## config.mk

```make
export PLATFORM = sky130hd
export DESIGN_NAME = mxint_matmul
export DESIGN_NICKNAME = d
export VERILOG_FILES = /design/src/mxint_pkg.sv /design/src/mx_block_if.sv /design/src/a_block_repeat.sv /design/src/accumulator_bank.sv /design/src/b_block_buffer.sv /design/src/block_accumulator.sv /design/src/block_matmul.sv /design/src/mxint_matmul.sv
export SDC_FILE = /design/constraint.sdc
export NUM_CORES = 2
export LEC_CHECK = 0
export BUFFER_PORTS_ARGS = -buffer_cell sky130_fd_sc_hd__buf_2
export CAP_MARGIN = 0
export CORE_MARGIN = 2
export CORE_UTILIZATION = 45
export DETAILED_ROUTE_END_ITERATION = 16
export GPL_TIMING_DRIVEN = 0
export PLACE_DENSITY = 0.58
export RECOVER_POWER = 25
export SLEW_MARGIN = 20
export SYNTH_ARGS = -nofsm -noshare
export SYNTH_HDL_FRONTEND = slang
export SYNTH_SLANG_ARGS = --single-unit
```

## constraint.sdc

```tcl
create_clock -name clk -period 10.2 [get_ports clk]
set_clock_uncertainty 0.1 [all_clocks]
set_input_delay 1.02 -clock clk [delete_from_list [all_inputs] [get_ports clk]]
set_output_delay 1.02 -clock clk [all_outputs]
set_load 0.05 [all_outputs]
```

## src/mxint_pkg.sv

```systemverilog
// Shared widths, block sizes, value types and FSM state enums for the MXINT matmul
`default_nettype none

package mxint_pkg;

  // Input block format
  localparam int MAN_W = 8;
  localparam int EXP_W = 4;

  // 2x2 blocks, 2 blocks per matrix dimension
  localparam int BLOCK_N = 4;
  localparam int DEPTH = 2;

  // Block product is two 8x8 products summed
  localparam int PROD_W = 17;
  localparam int PROD_EXP_W = 5;

  // Headroom for DEPTH aligned products
  localparam int ACC_W = 20;

  typedef logic signed [MAN_W-1:0] man_t;
  typedef logic signed [EXP_W-1:0] exp_t;
  typedef logic signed [PROD_W-1:0] prod_man_t;
  typedef logic signed [PROD_EXP_W-1:0] prod_exp_t;
  typedef logic signed [ACC_W-1:0] acc_man_t;

  // B buffer: fill, then replay once per A block row
  typedef enum logic {
    LOAD,
    REPLAY
  } buf_state_t;

  // A repeat: waiting for a block, or presenting the held one
  typedef enum logic {
    EMPTY,
    HOLD
  } rep_state_t;

endpackage

`default_nettype wire

```

## src/mx_block_if.sv

```systemverilog
// Block stream interface with mantissas, shared exponent, valid/ready and modports
`timescale 1ns/100ps
`default_nettype none

interface mx_block_if
  import mxint_pkg::*;
#(
  parameter int MAN_WIDTH = MAN_W,
  parameter int EXP_WIDTH = EXP_W
);

  // One 2x2 block, row-major
  logic signed [MAN_WIDTH-1:0] man [BLOCK_N];
  logic signed [EXP_WIDTH-1:0] exp;
  logic valid;
  logic ready;

  // Producer side
  modport src (output man, exp, valid, input ready);

  // Consumer side
  modport snk (input man, exp, valid, output ready);

endinterface

`default_nettype wire

```

## src/a_block_repeat.sv

```systemverilog
// A block repeater that presents each accepted block A_REPEAT times
`timescale 1ns/100ps
`default_nettype none

module a_block_repeat
  import mxint_pkg::*;
#(
  parameter int A_REPEAT = DEPTH
) (
  input  wire logic clk,
  input  wire logic rst,
  mx_block_if.snk   in,
  mx_block_if.src   out
);

  localparam int CW = (A_REPEAT > 1) ? $clog2(A_REPEAT) : 1;

  rep_state_t state;
  logic [CW-1:0] rep_cnt;
  man_t man_q [BLOCK_N];
  exp_t exp_q;
  logic in_fire;
  logic out_fire;
  logic rep_last;

  assign out_fire = out.valid && out.ready;
  assign in_fire = in.valid && in.ready;
  assign rep_last = (rep_cnt == CW'(A_REPEAT - 1));

  // Refill on the final transfer so the stream has no bubble
  assign in.ready = (state == EMPTY) || (out_fire && rep_last);

  assign out.valid = (state == HOLD);
  assign out.man = man_q;
  assign out.exp = exp_q;

  always_ff @(posedge clk) begin
    if (rst) begin
      state <= EMPTY;
      rep_cnt <= '0;
    end else begin
      if (out_fire) begin
        rep_cnt <= rep_last ? '0 : rep_cnt + 1'b1;
      end
      if (in_fire) begin
        state <= HOLD;
      end else if (out_fire && rep_last) begin
        state <= EMPTY;
      end
    end
  end

  // Held block
  always_ff @(posedge clk) begin
    if (in_fire) begin
      man_q <= in.man;
      exp_q <= in.exp;
    end
  end

endmodule

`default_nettype wire

```

## src/accumulator_bank.sv

```systemverilog
// Accumulator bank with one accumulator per C block column and round-robin read and write pointers
`timescale 1ns/100ps
`default_nettype none

module accumulator_bank
  import mxint_pkg::*;
#(
  parameter int NUM_ACC = DEPTH,
  parameter int ACC_DEPTH = DEPTH
) (
  input  wire logic clk,
  input  wire logic rst,
  mx_block_if.snk   in,
  mx_block_if.src   out
);

  localparam int PW = (NUM_ACC > 1) ? $clog2(NUM_ACC) : 1;

  logic [PW-1:0] wr_ptr;
  logic [PW-1:0] rd_ptr;
  logic [NUM_ACC-1:0] in_rdy;
  logic [NUM_ACC-1:0] out_vld;
  acc_man_t res_man [NUM_ACC][BLOCK_N];
  prod_exp_t res_exp [NUM_ACC];

  mx_block_if #(.MAN_WIDTH(PROD_W), .EXP_WIDTH(PROD_EXP_W)) acc_in [NUM_ACC] ();
  mx_block_if #(.MAN_WIDTH(ACC_W), .EXP_WIDTH(PROD_EXP_W)) acc_out [NUM_ACC] ();

  for (genvar g = 0; g < NUM_ACC; g++) begin : gen_acc
    // Product data fans out and valid goes only to the selected column
    assign acc_in[g].man = in.man;
    assign acc_in[g].exp = in.exp;
    assign acc_in[g].valid = in.valid && (wr_ptr == g);
    assign in_rdy[g] = acc_in[g].ready;

    assign acc_out[g].ready = out.ready && (rd_ptr == g);
    assign out_vld[g] = acc_out[g].valid;
    assign res_man[g] = acc_out[g].man;
    assign res_exp[g] = acc_out[g].exp;

    block_accumulator #(
      .ACC_DEPTH(ACC_DEPTH)
    ) u_acc (
      .clk(clk),
      .rst(rst),
      .in (acc_in[g]),
      .out(acc_out[g])
    );
  end

  assign in.ready = in_rdy[wr_ptr];
  assign out.valid = out_vld[rd_ptr];
  assign out.man = res_man[rd_ptr];
  assign out.exp = res_exp[rd_ptr];

  always_ff @(posedge clk) begin
    if (rst) begin
      wr_ptr <= '0;
      rd_ptr <= '0;
    end else begin
      if (in.valid && in.ready) begin
        wr_ptr <= (wr_ptr == PW'(NUM_ACC - 1)) ? '0 : wr_ptr + 1'b1;
      end
      if (out.valid && out.ready) begin
        rd_ptr <= (rd_ptr == PW'(NUM_ACC - 1)) ? '0 : rd_ptr + 1'b1;
      end
    end
  end

  // Sums finish in column order so the read pointer sits on the oldest one
  a_ptr_range: assert property (@(posedge clk) disable iff (rst)
    (|out_vld) |-> out_vld[rd_ptr]);

endmodule

`default_nettype wire

```

## src/b_block_buffer.sv

```systemverilog
// B block buffer that stores a whole B matrix and replays it B_REPLAY times
`timescale 1ns/100ps
`default_nettype none

module b_block_buffer
  import mxint_pkg::*;
#(
  parameter int B_BLOCKS = DEPTH * DEPTH,
  parameter int B_REPLAY = DEPTH
) (
  input  wire logic clk,
  input  wire logic rst,
  mx_block_if.snk   in,
  mx_block_if.src   out
);

  localparam int AW = (B_BLOCKS > 1) ? $clog2(B_BLOCKS) : 1;
  localparam int RW = (B_REPLAY > 1) ? $clog2(B_REPLAY) : 1;

  buf_state_t state;
  logic [AW-1:0] wr_addr;
  logic [AW-1:0] rd_addr;
  logic [RW-1:0] rep_cnt;
  logic in_fire;
  logic out_fire;
  logic wr_last;
  logic rd_last;
  logic rep_last;

  // Block storage with one entry per B block in arrival order
  man_t mem_man [B_BLOCKS][BLOCK_N];
  exp_t mem_exp [B_BLOCKS];

  assign in.ready = (state == LOAD);
  assign out.valid = (state == REPLAY);
  assign out.man = mem_man[rd_addr];
  assign out.exp = mem_exp[rd_addr];

  assign in_fire = in.valid && in.ready;
  assign out_fire = out.valid && out.ready;
  assign wr_last = (wr_addr == AW'(B_BLOCKS - 1));
  assign rd_last = (rd_addr == AW'(B_BLOCKS - 1));
  assign rep_last = (rep_cnt == RW'(B_REPLAY - 1));

  always_ff @(posedge clk) begin
    if (rst) begin
      state <= LOAD;
      wr_addr <= '0;
      rd_addr <= '0;
      rep_cnt <= '0;
    end else begin
      case (state)
        LOAD: begin
          if (in_fire) begin
            wr_addr <= wr_last ? '0 : wr_addr + 1'b1;
            if (wr_last) begin
              state <= REPLAY;
            end
          end
        end
        REPLAY: begin
          if (out_fire) begin
            rd_addr <= rd_last ? '0 : rd_addr + 1'b1;
            // End of one full pass over B
            if (rd_last) begin
              rep_cnt <= rep_last ? '0 : rep_cnt + 1'b1;
              if (rep_last) begin
                state <= LOAD;
              end
            end
          end
        end
        default: state <= LOAD;
      endcase
    end
  end

  always_ff @(posedge clk) begin
    if (in_fire) begin
      mem_man[wr_addr] <= in.man;
      mem_exp[wr_addr] <= in.exp;
    end
  end

  // Write address wraps to zero exactly when the last B block is stored
  a_wr_addr_range: assert property (@(posedge clk) disable iff (rst)
    (state == REPLAY) |-> (wr_addr == '0));

endmodule

`default_nettype wire

```

## src/block_accumulator.sv

```systemverilog
// Block accumulator that sums ACC_DEPTH block products with exponent alignment
`timescale 1ns/100ps
`default_nettype none

module block_accumulator
  import mxint_pkg::*;
#(
  parameter int ACC_DEPTH = DEPTH
) (
  input  wire logic clk,
  input  wire logic rst,
  mx_block_if.snk   in,
  mx_block_if.src   out
);

  localparam int CW = (ACC_DEPTH > 1) ? $clog2(ACC_DEPTH) : 1;

  logic [CW-1:0] cnt;
  logic valid_q;
  acc_man_t [BLOCK_N-1:0] acc_q;
  acc_man_t [BLOCK_N-1:0] acc_d;
  prod_exp_t exp_q;
  prod_exp_t exp_d;
  logic signed [PROD_EXP_W:0] ediff;
  logic [PROD_EXP_W:0] shamt;
  logic in_larger;
  logic in_fire;
  logic first;
  logic last;

  // No new products while a finished sum waits
  assign in.ready = !valid_q;
  assign in_fire = in.valid && in.ready;
  assign first = (cnt == '0);
  assign last = (cnt == CW'(ACC_DEPTH - 1));

  // Exponent difference, one bit wider than either exponent
  assign ediff = (PROD_EXP_W+1)'(in.exp) - (PROD_EXP_W+1)'(exp_q);
  assign in_larger = (ediff > 0);
  assign shamt = in_larger ? ediff : -ediff;

  always_comb begin
    if (first) begin
      exp_d = in.exp;
    end else begin
      exp_d = in_larger ? prod_exp_t'(in.exp) : exp_q;
    end
    for (int i = 0; i < BLOCK_N; i++) begin
      if (first) begin
        acc_d[i] = acc_man_t'(in.man[i]);
      end else if (in_larger) begin
        // running sum is the smaller one, shift it down
        acc_d[i] = ($signed(acc_q[i]) >>> shamt) + acc_man_t'(in.man[i]);
      end else begin
        acc_d[i] = $signed(acc_q[i]) + (acc_man_t'(in.man[i]) >>> shamt);
      end
    end
  end

  always_ff @(posedge clk) begin
    if (rst) begin
      cnt <= '0;
      valid_q <= 1'b0;
    end else if (in_fire) begin
      cnt <= last ? '0 : cnt + 1'b1;
      if (last) begin
        valid_q <= 1'b1;
      end
    end else if (out.valid && out.ready) begin
      valid_q <= 1'b0;
    end
  end

  always_ff @(posedge clk) begin
    if (in_fire) begin
      acc_q <= acc_d;
      exp_q <= exp_d;
    end
  end

  for (genvar i = 0; i < BLOCK_N; i++) begin : gen_out
    assign out.man[i] = acc_q[i];
  end
  assign out.exp = exp_q;
  assign out.valid = valid_q;

endmodule

`default_nettype wire

```

## src/block_matmul.sv

```systemverilog
// Block multiplier joining A and B streams into a registered 2x2 product with exponent sum
`timescale 1ns/100ps
`default_nettype none

module block_matmul
  import mxint_pkg::*;
(
  input  wire logic clk,
  input  wire logic rst,
  mx_block_if.snk   a,
  mx_block_if.snk   b,
  mx_block_if.src   out
);

  localparam int SIDE = 2;

  prod_man_t [BLOCK_N-1:0] dot;
  prod_man_t [BLOCK_N-1:0] man_q;
  prod_exp_t exp_q;
  logic valid_q;
  logic take_ok;
  logic join_fire;

  // Output register free or being drained this cycle
  assign take_ok = !valid_q || out.ready;
  assign join_fire = a.valid && b.valid && take_ok;

  // Both sides are consumed together
  assign a.ready = join_fire;
  assign b.ready = join_fire;

  // C[r][c] = sum over m of A[r][m] * B[m][c]
  always_comb begin
    for (int r = 0; r < SIDE; r++) begin
      for (int c = 0; c < SIDE; c++) begin
        dot[r*SIDE+c] = '0;
        for (int m = 0; m < SIDE; m++) begin
          dot[r*SIDE+c] = dot[r*SIDE+c]
                        + prod_man_t'(a.man[r*SIDE+m]) * prod_man_t'(b.man[m*SIDE+c]);
        end
      end
    end
  end

  always_ff @(posedge clk) begin
    if (rst) begin
      valid_q <= 1'b0;
    end else if (join_fire) begin
      valid_q <= 1'b1;
    end else if (out.ready) begin
      valid_q <= 1'b0;
    end
  end

  always_ff @(posedge clk) begin
    if (join_fire) begin
      man_q <= dot;
      exp_q <= prod_exp_t'(a.exp) + prod_exp_t'(b.exp);
    end
  end

  for (genvar i = 0; i < BLOCK_N; i++) begin : gen_out
    assign out.man[i] = man_q[i];
  end
  assign out.exp = exp_q;
  assign out.valid = valid_q;

  // Product held steady while the accumulator bank stalls
  a_out_stable: assert property (@(posedge clk) disable iff (rst)
    (out.valid && !out.ready) |=> ($stable(man_q) && $stable(out.exp)));

endmodule

`default_nettype wire

```

## src/mxint_matmul.sv

```systemverilog
// MXINT 4x4 matrix multiplier top level built from 2x2 block pipeline stages
`timescale 1ns/100ps
`default_nettype none

module mxint_matmul
  import mxint_pkg::*;
(
  input  wire logic      clk,
  input  wire logic      rst,
  // Matrix A blocks, row-major
  input  wire man_t      a_man [BLOCK_N],
  input  wire exp_t      a_exp,
  input  wire logic      a_valid,
  output logic           a_ready,
  // Matrix B blocks, row-major
  input  wire man_t      b_man [BLOCK_N],
  input  wire exp_t      b_exp,
  input  wire logic      b_valid,
  output logic           b_ready,
  // Matrix C blocks, unrounded
  output acc_man_t       out_man [BLOCK_N],
  output prod_exp_t      out_exp,
  output logic           out_valid,
  input  wire logic      out_ready
);

  localparam int A_REPEAT = DEPTH;
  localparam int B_BLOCKS = DEPTH * DEPTH;
  localparam int B_REPLAY = DEPTH;
  localparam int ACC_DEPTH = DEPTH;
  localparam int NUM_ACC = DEPTH;

  // Fixed shape: 4x4 total, 2x2 compute
  if (BLOCK_N != 4 || DEPTH != 2) begin : gen_bad_shape
    $fatal(1, "mxint_matmul supports only 4x4 matrices in 2x2 blocks");
  end
  if (PROD_W < 2 * MAN_W + 1 || PROD_EXP_W < EXP_W + 1 || ACC_W <= PROD_W) begin : gen_bad_width
    $fatal(1, "mxint_matmul widths too narrow for the block product");
  end

  mx_block_if #(.MAN_WIDTH(MAN_W), .EXP_WIDTH(EXP_W)) a_in ();
  mx_block_if #(.MAN_WIDTH(MAN_W), .EXP_WIDTH(EXP_W)) b_in ();
  mx_block_if #(.MAN_WIDTH(MAN_W), .EXP_WIDTH(EXP_W)) a_rep ();
  mx_block_if #(.MAN_WIDTH(MAN_W), .EXP_WIDTH(EXP_W)) b_rep ();
  mx_block_if #(.MAN_WIDTH(PROD_W), .EXP_WIDTH(PROD_EXP_W)) prod ();
  mx_block_if #(.MAN_WIDTH(ACC_W), .EXP_WIDTH(PROD_EXP_W)) c_out ();

  assign a_in.man = a_man;
  assign a_in.exp = a_exp;
  assign a_in.valid = a_valid;
  assign a_ready = a_in.ready;

  assign b_in.man = b_man;
  assign b_in.exp = b_exp;
  assign b_in.valid = b_valid;
  assign b_ready = b_in.ready;

  assign out_man = c_out.man;
  assign out_exp = c_out.exp;
  assign out_valid = c_out.valid;
  assign c_out.ready = out_ready;

  // Each A block once per C block column
  a_block_repeat #(
    .A_REPEAT(A_REPEAT)
  ) u_a_repeat (
    .clk(clk),
    .rst(rst),
    .in (a_in),
    .out(a_rep)
  );

  // Whole of B once per C block row
  b_block_buffer #(
    .B_BLOCKS(B_BLOCKS),
    .B_REPLAY(B_REPLAY)
  ) u_b_buffer (
    .clk(clk),
    .rst(rst),
    .in (b_in),
    .out(b_rep)
  );

  block_matmul u_block_matmul (
    .clk(clk),
    .rst(rst),
    .a  (a_rep),
    .b  (b_rep),
    .out(prod)
  );

  accumulator_bank #(
    .NUM_ACC  (NUM_ACC),
    .ACC_DEPTH(ACC_DEPTH)
  ) u_acc_bank (
    .clk(clk),
    .rst(rst),
    .in (prod),
    .out(c_out)
  );

endmodule

`default_nettype wire

```

# After elaboration in Yosys (flattened, before gate mapping)
# Memory sizes are Yosys's and may differ from the RTL's. A register that Yosys moved wholly into a read port is not among the register bits.
# Index checks and enable logic that the tools add are counted.
# W data, S select, Z words.
totals:
  register_bits: 294
  ram_bits: 144
  out_inout_bits: 88
  elab_cells: 203
  memories: 2
mem_list:
  columns: ["memory", "words", "width", "read_ports", "rd_clocked_by_memory_dff", "wr", "line", "source"]
  rows:
  - ["u_b_buffer.mem_man", 4, 32, 1, 1, 1, "b_block_buffer.sv:31", "man_t mem_man [B_BLOCKS][BLOCK_N];"]
  - ["u_b_buffer.mem_exp", 4, 4, 1, 1, 1, "b_block_buffer.sv:32", "exp_t mem_exp [B_BLOCKS];"]
classes:
  addsub: 33
  mul: 8
  n_lt_le_gt_ge: 5
  n_eq_ne: 6
  n_shift: 16
  n_mux: 62
  n_bitwise: 5
  reduce_logical: 33
op_table:
  columns: ["op", "count"]
  rows:
  - ["$mux W20", 16]
  - ["$mux W80", 3]
  - ["$add A20 B17 Y20", 8]
  - ["$add A20 B20 Y20", 8]
  - ["$sshr A17 B6 Y20", 8]
  - ["$sshr A20 B6 Y20", 8]
  - ["$mul A8 B8 Y16", 8]
  - ["$add A17 B17 Y17", 4]
  - ["$mux W5", 7]
  - ["$mux W1", 27]
  - ["$logic_and A1 B1 Y1", 17]
  - ["$gt A6 B1 Y1 const B", 2]
  - ["$mux W2", 6]
  - ["$mux W6", 2]
  - ["$neg A6 Y6", 2]
  - ["$reduce_and A2 Y1", 6]
  - ["$sub A5 B5 Y6", 2]
  - ["$reduce_bool A2 Y1", 4]
  - ["$add A1 B1 Y1 const B", 6]
  - ["$add A4 B4 Y5", 1]
  - ["$add A2 B1 Y2 const B", 2]
  - ["$eq A2 B2 Y1 const B", 2]
  - ["$lt A1 B2 Y1 const B", 2]
  - ["$ne A2 B1 Y1 const B", 2]
  - ["other kinds (8)", 15]

# Logic depth before layout (Yosys ltp)
depth:
  depth_word: 10
  depth_mapped: 31
  ltp_nobuf: 27

# Modules after synthesis
# Synthesis repeated with hierarchy kept, for this count alone.
hier_totals:
  hier_cells: 7260
  area_unflattened_um2: 67003.0
modules_own_cells:
  columns: ["mod", "instances", "cells_per_inst", "area_each_um2", "seq_area_each_um2"]
  rows:
  - ["block_matmul", 1, 2427, 23955.5, 2212.1]
  - ["block_accumulator (u_acc_bank.gen_acc[0].u_acc)", 1, 2306, 17593.1, 2592.5]
  - ["block_accumulator (u_acc_bank.gen_acc[1].u_acc)", 1, 2145, 17426.7, 2592.5]
  - ["b_block_buffer", 1, 228, 5614.1, 4484.3]
  - ["accumulator_bank", 1, 109, 1234.9, 40.0]
  - ["a_block_repeat", 1, 45, 1178.6, 1121.1]

# Worst setup path before layout
# No wires, ideal clock.
synth_timing:
  kind: "register to register"
  start: "register u_block_matmul.valid_q, in the netlist u_block_matmul.out.valid"
  end: "register u_acc_bank.gen_acc[0].u_acc.exp_q[0], enable pin"
  t_arrival_ns: 7.117
  setup_slack_ns: 2.657
  path_stages_with_launch: 3
  path_cell_list: "dfxtp_1 -> nor3b_1 -> and2_1"
synth_via:
  elab_chain_len: 3
synth_rtl:
  columns: ["element", "line", "source"]
  rows:
  - ["start: declaration", "block_matmul.sv:20", "logic valid_q;"]
  - ["start signal: assignment", "block_matmul.sv:47", "valid_q <= 1'b0;"]
  - ["start signal: assignment", "block_matmul.sv:49", "valid_q <= 1'b1;"]
  - ["start signal: assignment", "block_matmul.sv:51", "valid_q <= 1'b0;"]
  - ["$logic_and A1 B1 Y1", "accumulator_bank.sv:33", "assign acc_in[g].valid = in.valid && (wr_ptr == g);"]
  - ["$logic_and A1 B1 Y1", "block_accumulator.sv:33", "assign in_fire = in.valid && in.ready;"]
  - ["via u_acc_bank.gen_acc[0].u_acc.in_fire", "block_accumulator.sv:27", "logic in_fire;"]
  - ["$reduce_and A2 Y1 (no source line)", null, null]
  - ["end signal: assignment", "block_accumulator.sv:77", "exp_q <= exp_d;"]
  - ["end: declaration", "block_accumulator.sv:22", "prod_exp_t exp_q;"]
# The timed path passes the listed nets, and every way through them passes these cells.
# A chain may end at the register's enable or synchronous reset.

==> key figures <==
Route
  • Iter 0 DRT Violations: 8248
  • Via count: 64.3k
  • Vias per cell: 6.51
  • Routed len/inst: 35.8 µm
  • Initial DRT Pass Iterations: 8
  • Routed Antenna Nets: 0
  • DR DRC count: 0
  • WL final: 353000 µm

Clock network
  • Number of H-tree levels: 2
  • Num CTS Buffers: 56
  • # hold bufs at CTS: 0
  • Sink Count: 440
  • CTS tree: built
  • Clock-pin slew on the worst setup and hold paths: 0.07 ns
  • Post-CTS Resized: 0
  • Clock tree buffer depth: 3
  • Clk Latency, worst-skew pair: 0.76 ns
  • Postcts setup bufs: 0
  • CTS root buffer: clkbuf_16

Timing
  • Slew @ Worst Pin: 2.41 ns
  • Setup violations, final: 0
  • RSZ-0062 raised after global routing: no
  • Rel. slew slack: -0.613
  • Max Clock Freq: 0.100 GHz
  • Final period utilization: 0.978
  • Final hold viol count: 0
  • Max-slew violation count: 19
  • Min Clock Period, post-route: 9.98 ns
  • Setup TNS Final: 0 ns

Setup path
  • CP arrival: 10.35 ns
  • Worst setup EP type: register
  • Max stage delay on crit path: 1.10 ns
  • Largest delay share family, worst path: compound AO/OA/AOI/OAI gates
  • WP data required: 10.58 ns
  • Critical path startpoint category: register
  • Crit path buf inv count: 5
  • Crit path cell chain: inv_1 -> ha_1 -> inv_1 -> fa_1 -> xnor2_2 -> nand2_1 -> o31ai_4 -> mux2i_1 -> buf_4 -> buf_6 -> buf_6 -> nand2_1 -> nor3_1 -> a221o_1 -> ha_1 -> nand3_1 -> nor3_1 -> a21o_1 -> o41ai_1 -> o21ai_0 -> a2111oi_0 -> a2bb2oi_1 -> mux2i_1 -> xnor2_1
  • Setup CP Type: register to register
  • Highest net fanout along the worst path: 10
  • CP max stage cell: nor3_1

Global route
  • Total track usage: 0.454
  • Largest net degree at the start of global routing: 26
  • Initial antenna violation count: 22
  • Gr ovfl total: 0
  • First-pass GRT wire length: 482000 µm
  • Number of global-route vias before repair: 62.3k

Synth
  • Mean Syn Cell Area: 8.85 µm²
  • Netlist cell types: 97
  • Synth top area share: 0.189
  • FF+latch count, synth: 440
  • Ys Warns: 0
  • Seq/Total Area, Yosys: 0.194
  • EDFF count, synth: 423
  • Ys flop type: edfxtp_1
  • Cells after Synth: 7614
  • Synthesized area: 67400 µm²
  • Leading area contributor after synthesis: edfxtp_1
  • Net Count, Synth: 8775
  • Post-synth ARST share: 0
  • Largest cells by area after synthesis: edfxtp_1, fa_1, ha_1

Finish
  • Commonest non-fill, non-tap cell in the layout: inv_1
  • Nets: 9044
  • Util after Layout: 0.495
  • Filler cells: 14.1k
  • Area grow syn2layout: 8.97%
  • Share of cells above drive strength 1: 0.0850
  • Most frequent cells in the layout: inv_1, nand2_1, ha_1, nor2_1, a21oi_1

Die
  • Die area: 153000 µm²
  • I/O Pins: 165
  • Total core area: 148000 µm²
  • Die width: 391 µm
  • Starting Density: 0.455
  • Die Ht: 391 µm
  • # rows: 141

Place
  • Detailed placer's ending HPWL: 277000 µm
  • Gpl congestion: 1.10
  • Port Buffers: 164

Power
  • Clock power share: 0.116
  • VDD IR max: 0.000627 V
  • Sw Share: 0.501
  • Overall Power: 18800 µW
  • Cell internal pwr: 9390 µW
  • Pwr dens: 256 nW/µm²
  • Leakage power: 0.0321 µW
  • Register share of total power: 0.148
  • Comb power frac: 0.736
  • Sw Pwr: 9410 µW

Min path
  • Worst Hold Class: input pin to register

Job
  • Max-cap viol count: 1

Run status
  • Status: complete, but fails checks
  • Failing checks: max-capacitance violations, max-slew violations
-- final timing paths --
kind | cells past startpoint | to | start | slack, ns
worst max-delay path | 24 | u_acc_bank.gen_acc[1].u_acc.out.man[19] | u_block_matmul.out.exp[0] | 0.22
worst max register to register | 24 | u_acc_bank.gen_acc[1].u_acc.out.man[19] | u_block_matmul.out.exp[0] | 0.22
worst min-delay path | 1 | u_a_repeat.out.man[30] | a_man[30] | 0.38
worst min register to register | 0 | u_acc_bank.gen_acc[1].u_acc.out.exp[0] | u_block_matmul.out.exp[0] | 0.41
-- layout make-up --
| class | count | area (µm²) | share of cell area |
|---|---|---|---|
| multi-input cells | 5980 | 49700 | 0.677 |
| flip-flops and latches | 440 | 13000 | 0.178 |
| inverters | 832 | 3120 | 0.0425 |
| well taps | 1930 | 2410 | 0.0329 |
| plain buffers | 362 | 1630 | 0.0222 |
| repair buffers | 211 | 1530 | 0.0208 |
| clock buffers | 65 | 1480 | 0.0201 |
| clock inverters | 39 | 454 | 0.00619 |
| diodes | 18 | 45.0 | 0.000614 |
-- flip-flops by register name, summed over array words and instances, names as in the netlist, 2 cells and up, named ones only --
signal / count
u_acc_bank.gen_acc.u_acc.out.exp: 10
u_b_buffer.rd_addr: 2
u_b_buffer.mem_man: 128
u_b_buffer.mem_exp: 16
u_block_matmul.out.man: 68
u_b_buffer.wr_addr: 2
u_a_repeat.out.man: 32
u_a_repeat.out.exp: 4
u_acc_bank.gen_acc.u_acc.out.man: 160
u_block_matmul.out.exp: 5
u_acc_bank.gen_acc.u_acc.out.valid: 2
u_acc_bank.gen_acc.u_acc.cnt: 2
-- cells in the mapped netlist (27+ instances only) --
cell	number
nand2_1	647
a21oi_1	530
a211oi_1	80
a22oi_1	50
and2_1	384
edfxtp_1	423
mux4_2	95
o22ai_1	55
nand3_1	97
mux2_2	128
and3_1	50
buf_1	40
o21a_1	52
ha_1	621
xnor2_1	315
nor2b_1	50
a21o_1	133
o21ai_0	323
o211ai_1	68
xor2_1	118
a31oi_1	85
nor3_1	115
clkbuf_1	252
nand2b_1	45
fa_1	463
or3_1	33
inv_1	832
o21ai_1	27
mux2i_1	415
nor2_1	558
o21bai_1	76
o221ai_1	33
buf_2	43
-- stage by stage --
| stage | cell area, µm² | hold slack, ns | instances | worst slack, ns |
|---|---|---|---|---|
| global route | 73400 | 0.374 | 9859 | 0.105 |
| global placement | 70600 | 0.367 | 9708 | -2.11 |
| CTS | 73200 | 0.349 | 9845 | 0.842 |
| floorplan | 67400 | 0.345 | 7614 | 2.66 |
| finish | 73400 | 0.383 | 9877 | 0.224 |
| detailed placement | 71200 | 0.377 | 9741 | 0.832 |
-- per-layer routing --
metal  vias up  GRT usage  wire (µm)
li1      27300          -          -
met1     31600      0.546     132000
met2      4166      0.659     144000
met3      1197      0.154      42300
met4        14      0.367      35700
met5         -          0         91
-- power by group through the flow --
| stage | Combinational (µW) | Clock, µW | Sequential, µW |
|---|---|---|---|
| after floorplan | 9800 | 0 | 2750 |
| after global placement | 13300 | 0 | 2820 |
| after detailed placement | 13600 | 0 | 2810 |
| after CTS | 13700 | 2210 | 2780 |
| after global routing | 15200 | 2250 | 2770 |
| final | 13800 | 2190 | 2770 |
-- cell families (layout without fill, tap and decap cells) --
| family | count (synthesis) | after routing | share of synthesized area |
|---|---|---|---|
| AND/OR/NAND/NOR | 2057 | 2057 | 0.143 |
| AO/OA/AOI/OAI | 1753 | 1753 | 0.166 |
| buffers and inverters | 1194 | 1509 | 0.0697 |
| adder cells (fa/ha/maj) | 1084 | 1084 | 0.253 |
| multiplexers | 648 | 648 | 0.117 |
| flip-flops | 440 | 440 | 0.194 |
| XOR/XNOR | 438 | 438 | 0.0575 |
| other | 0 | 18 | 0 |
-- worst reg2reg max path, stage by stage (launching register included) --
cell       delay, ns
edfxtp_1        0.42
inv_1           0.10
ha_1            0.17
inv_1           0.05
fa_1            0.43
xnor2_2         0.69
nand2_1         0.36
o31ai_4         0.92
mux2i_1         0.28
buf_4           0.27
buf_6           0.26
buf_6           0.28
nand2_1         0.47
nor3_1          1.10
a221o_1         0.46
ha_1            0.35
nand3_1         0.17
nor3_1          0.06
a21o_1          0.21
o41ai_1         0.85
o21ai_0         0.40
a2111oi_0       0.74
a2bb2oi_1       0.29
mux2i_1         0.24
xnor2_1         0.08
No activity file was read; power rests on OpenSTA's default activity.
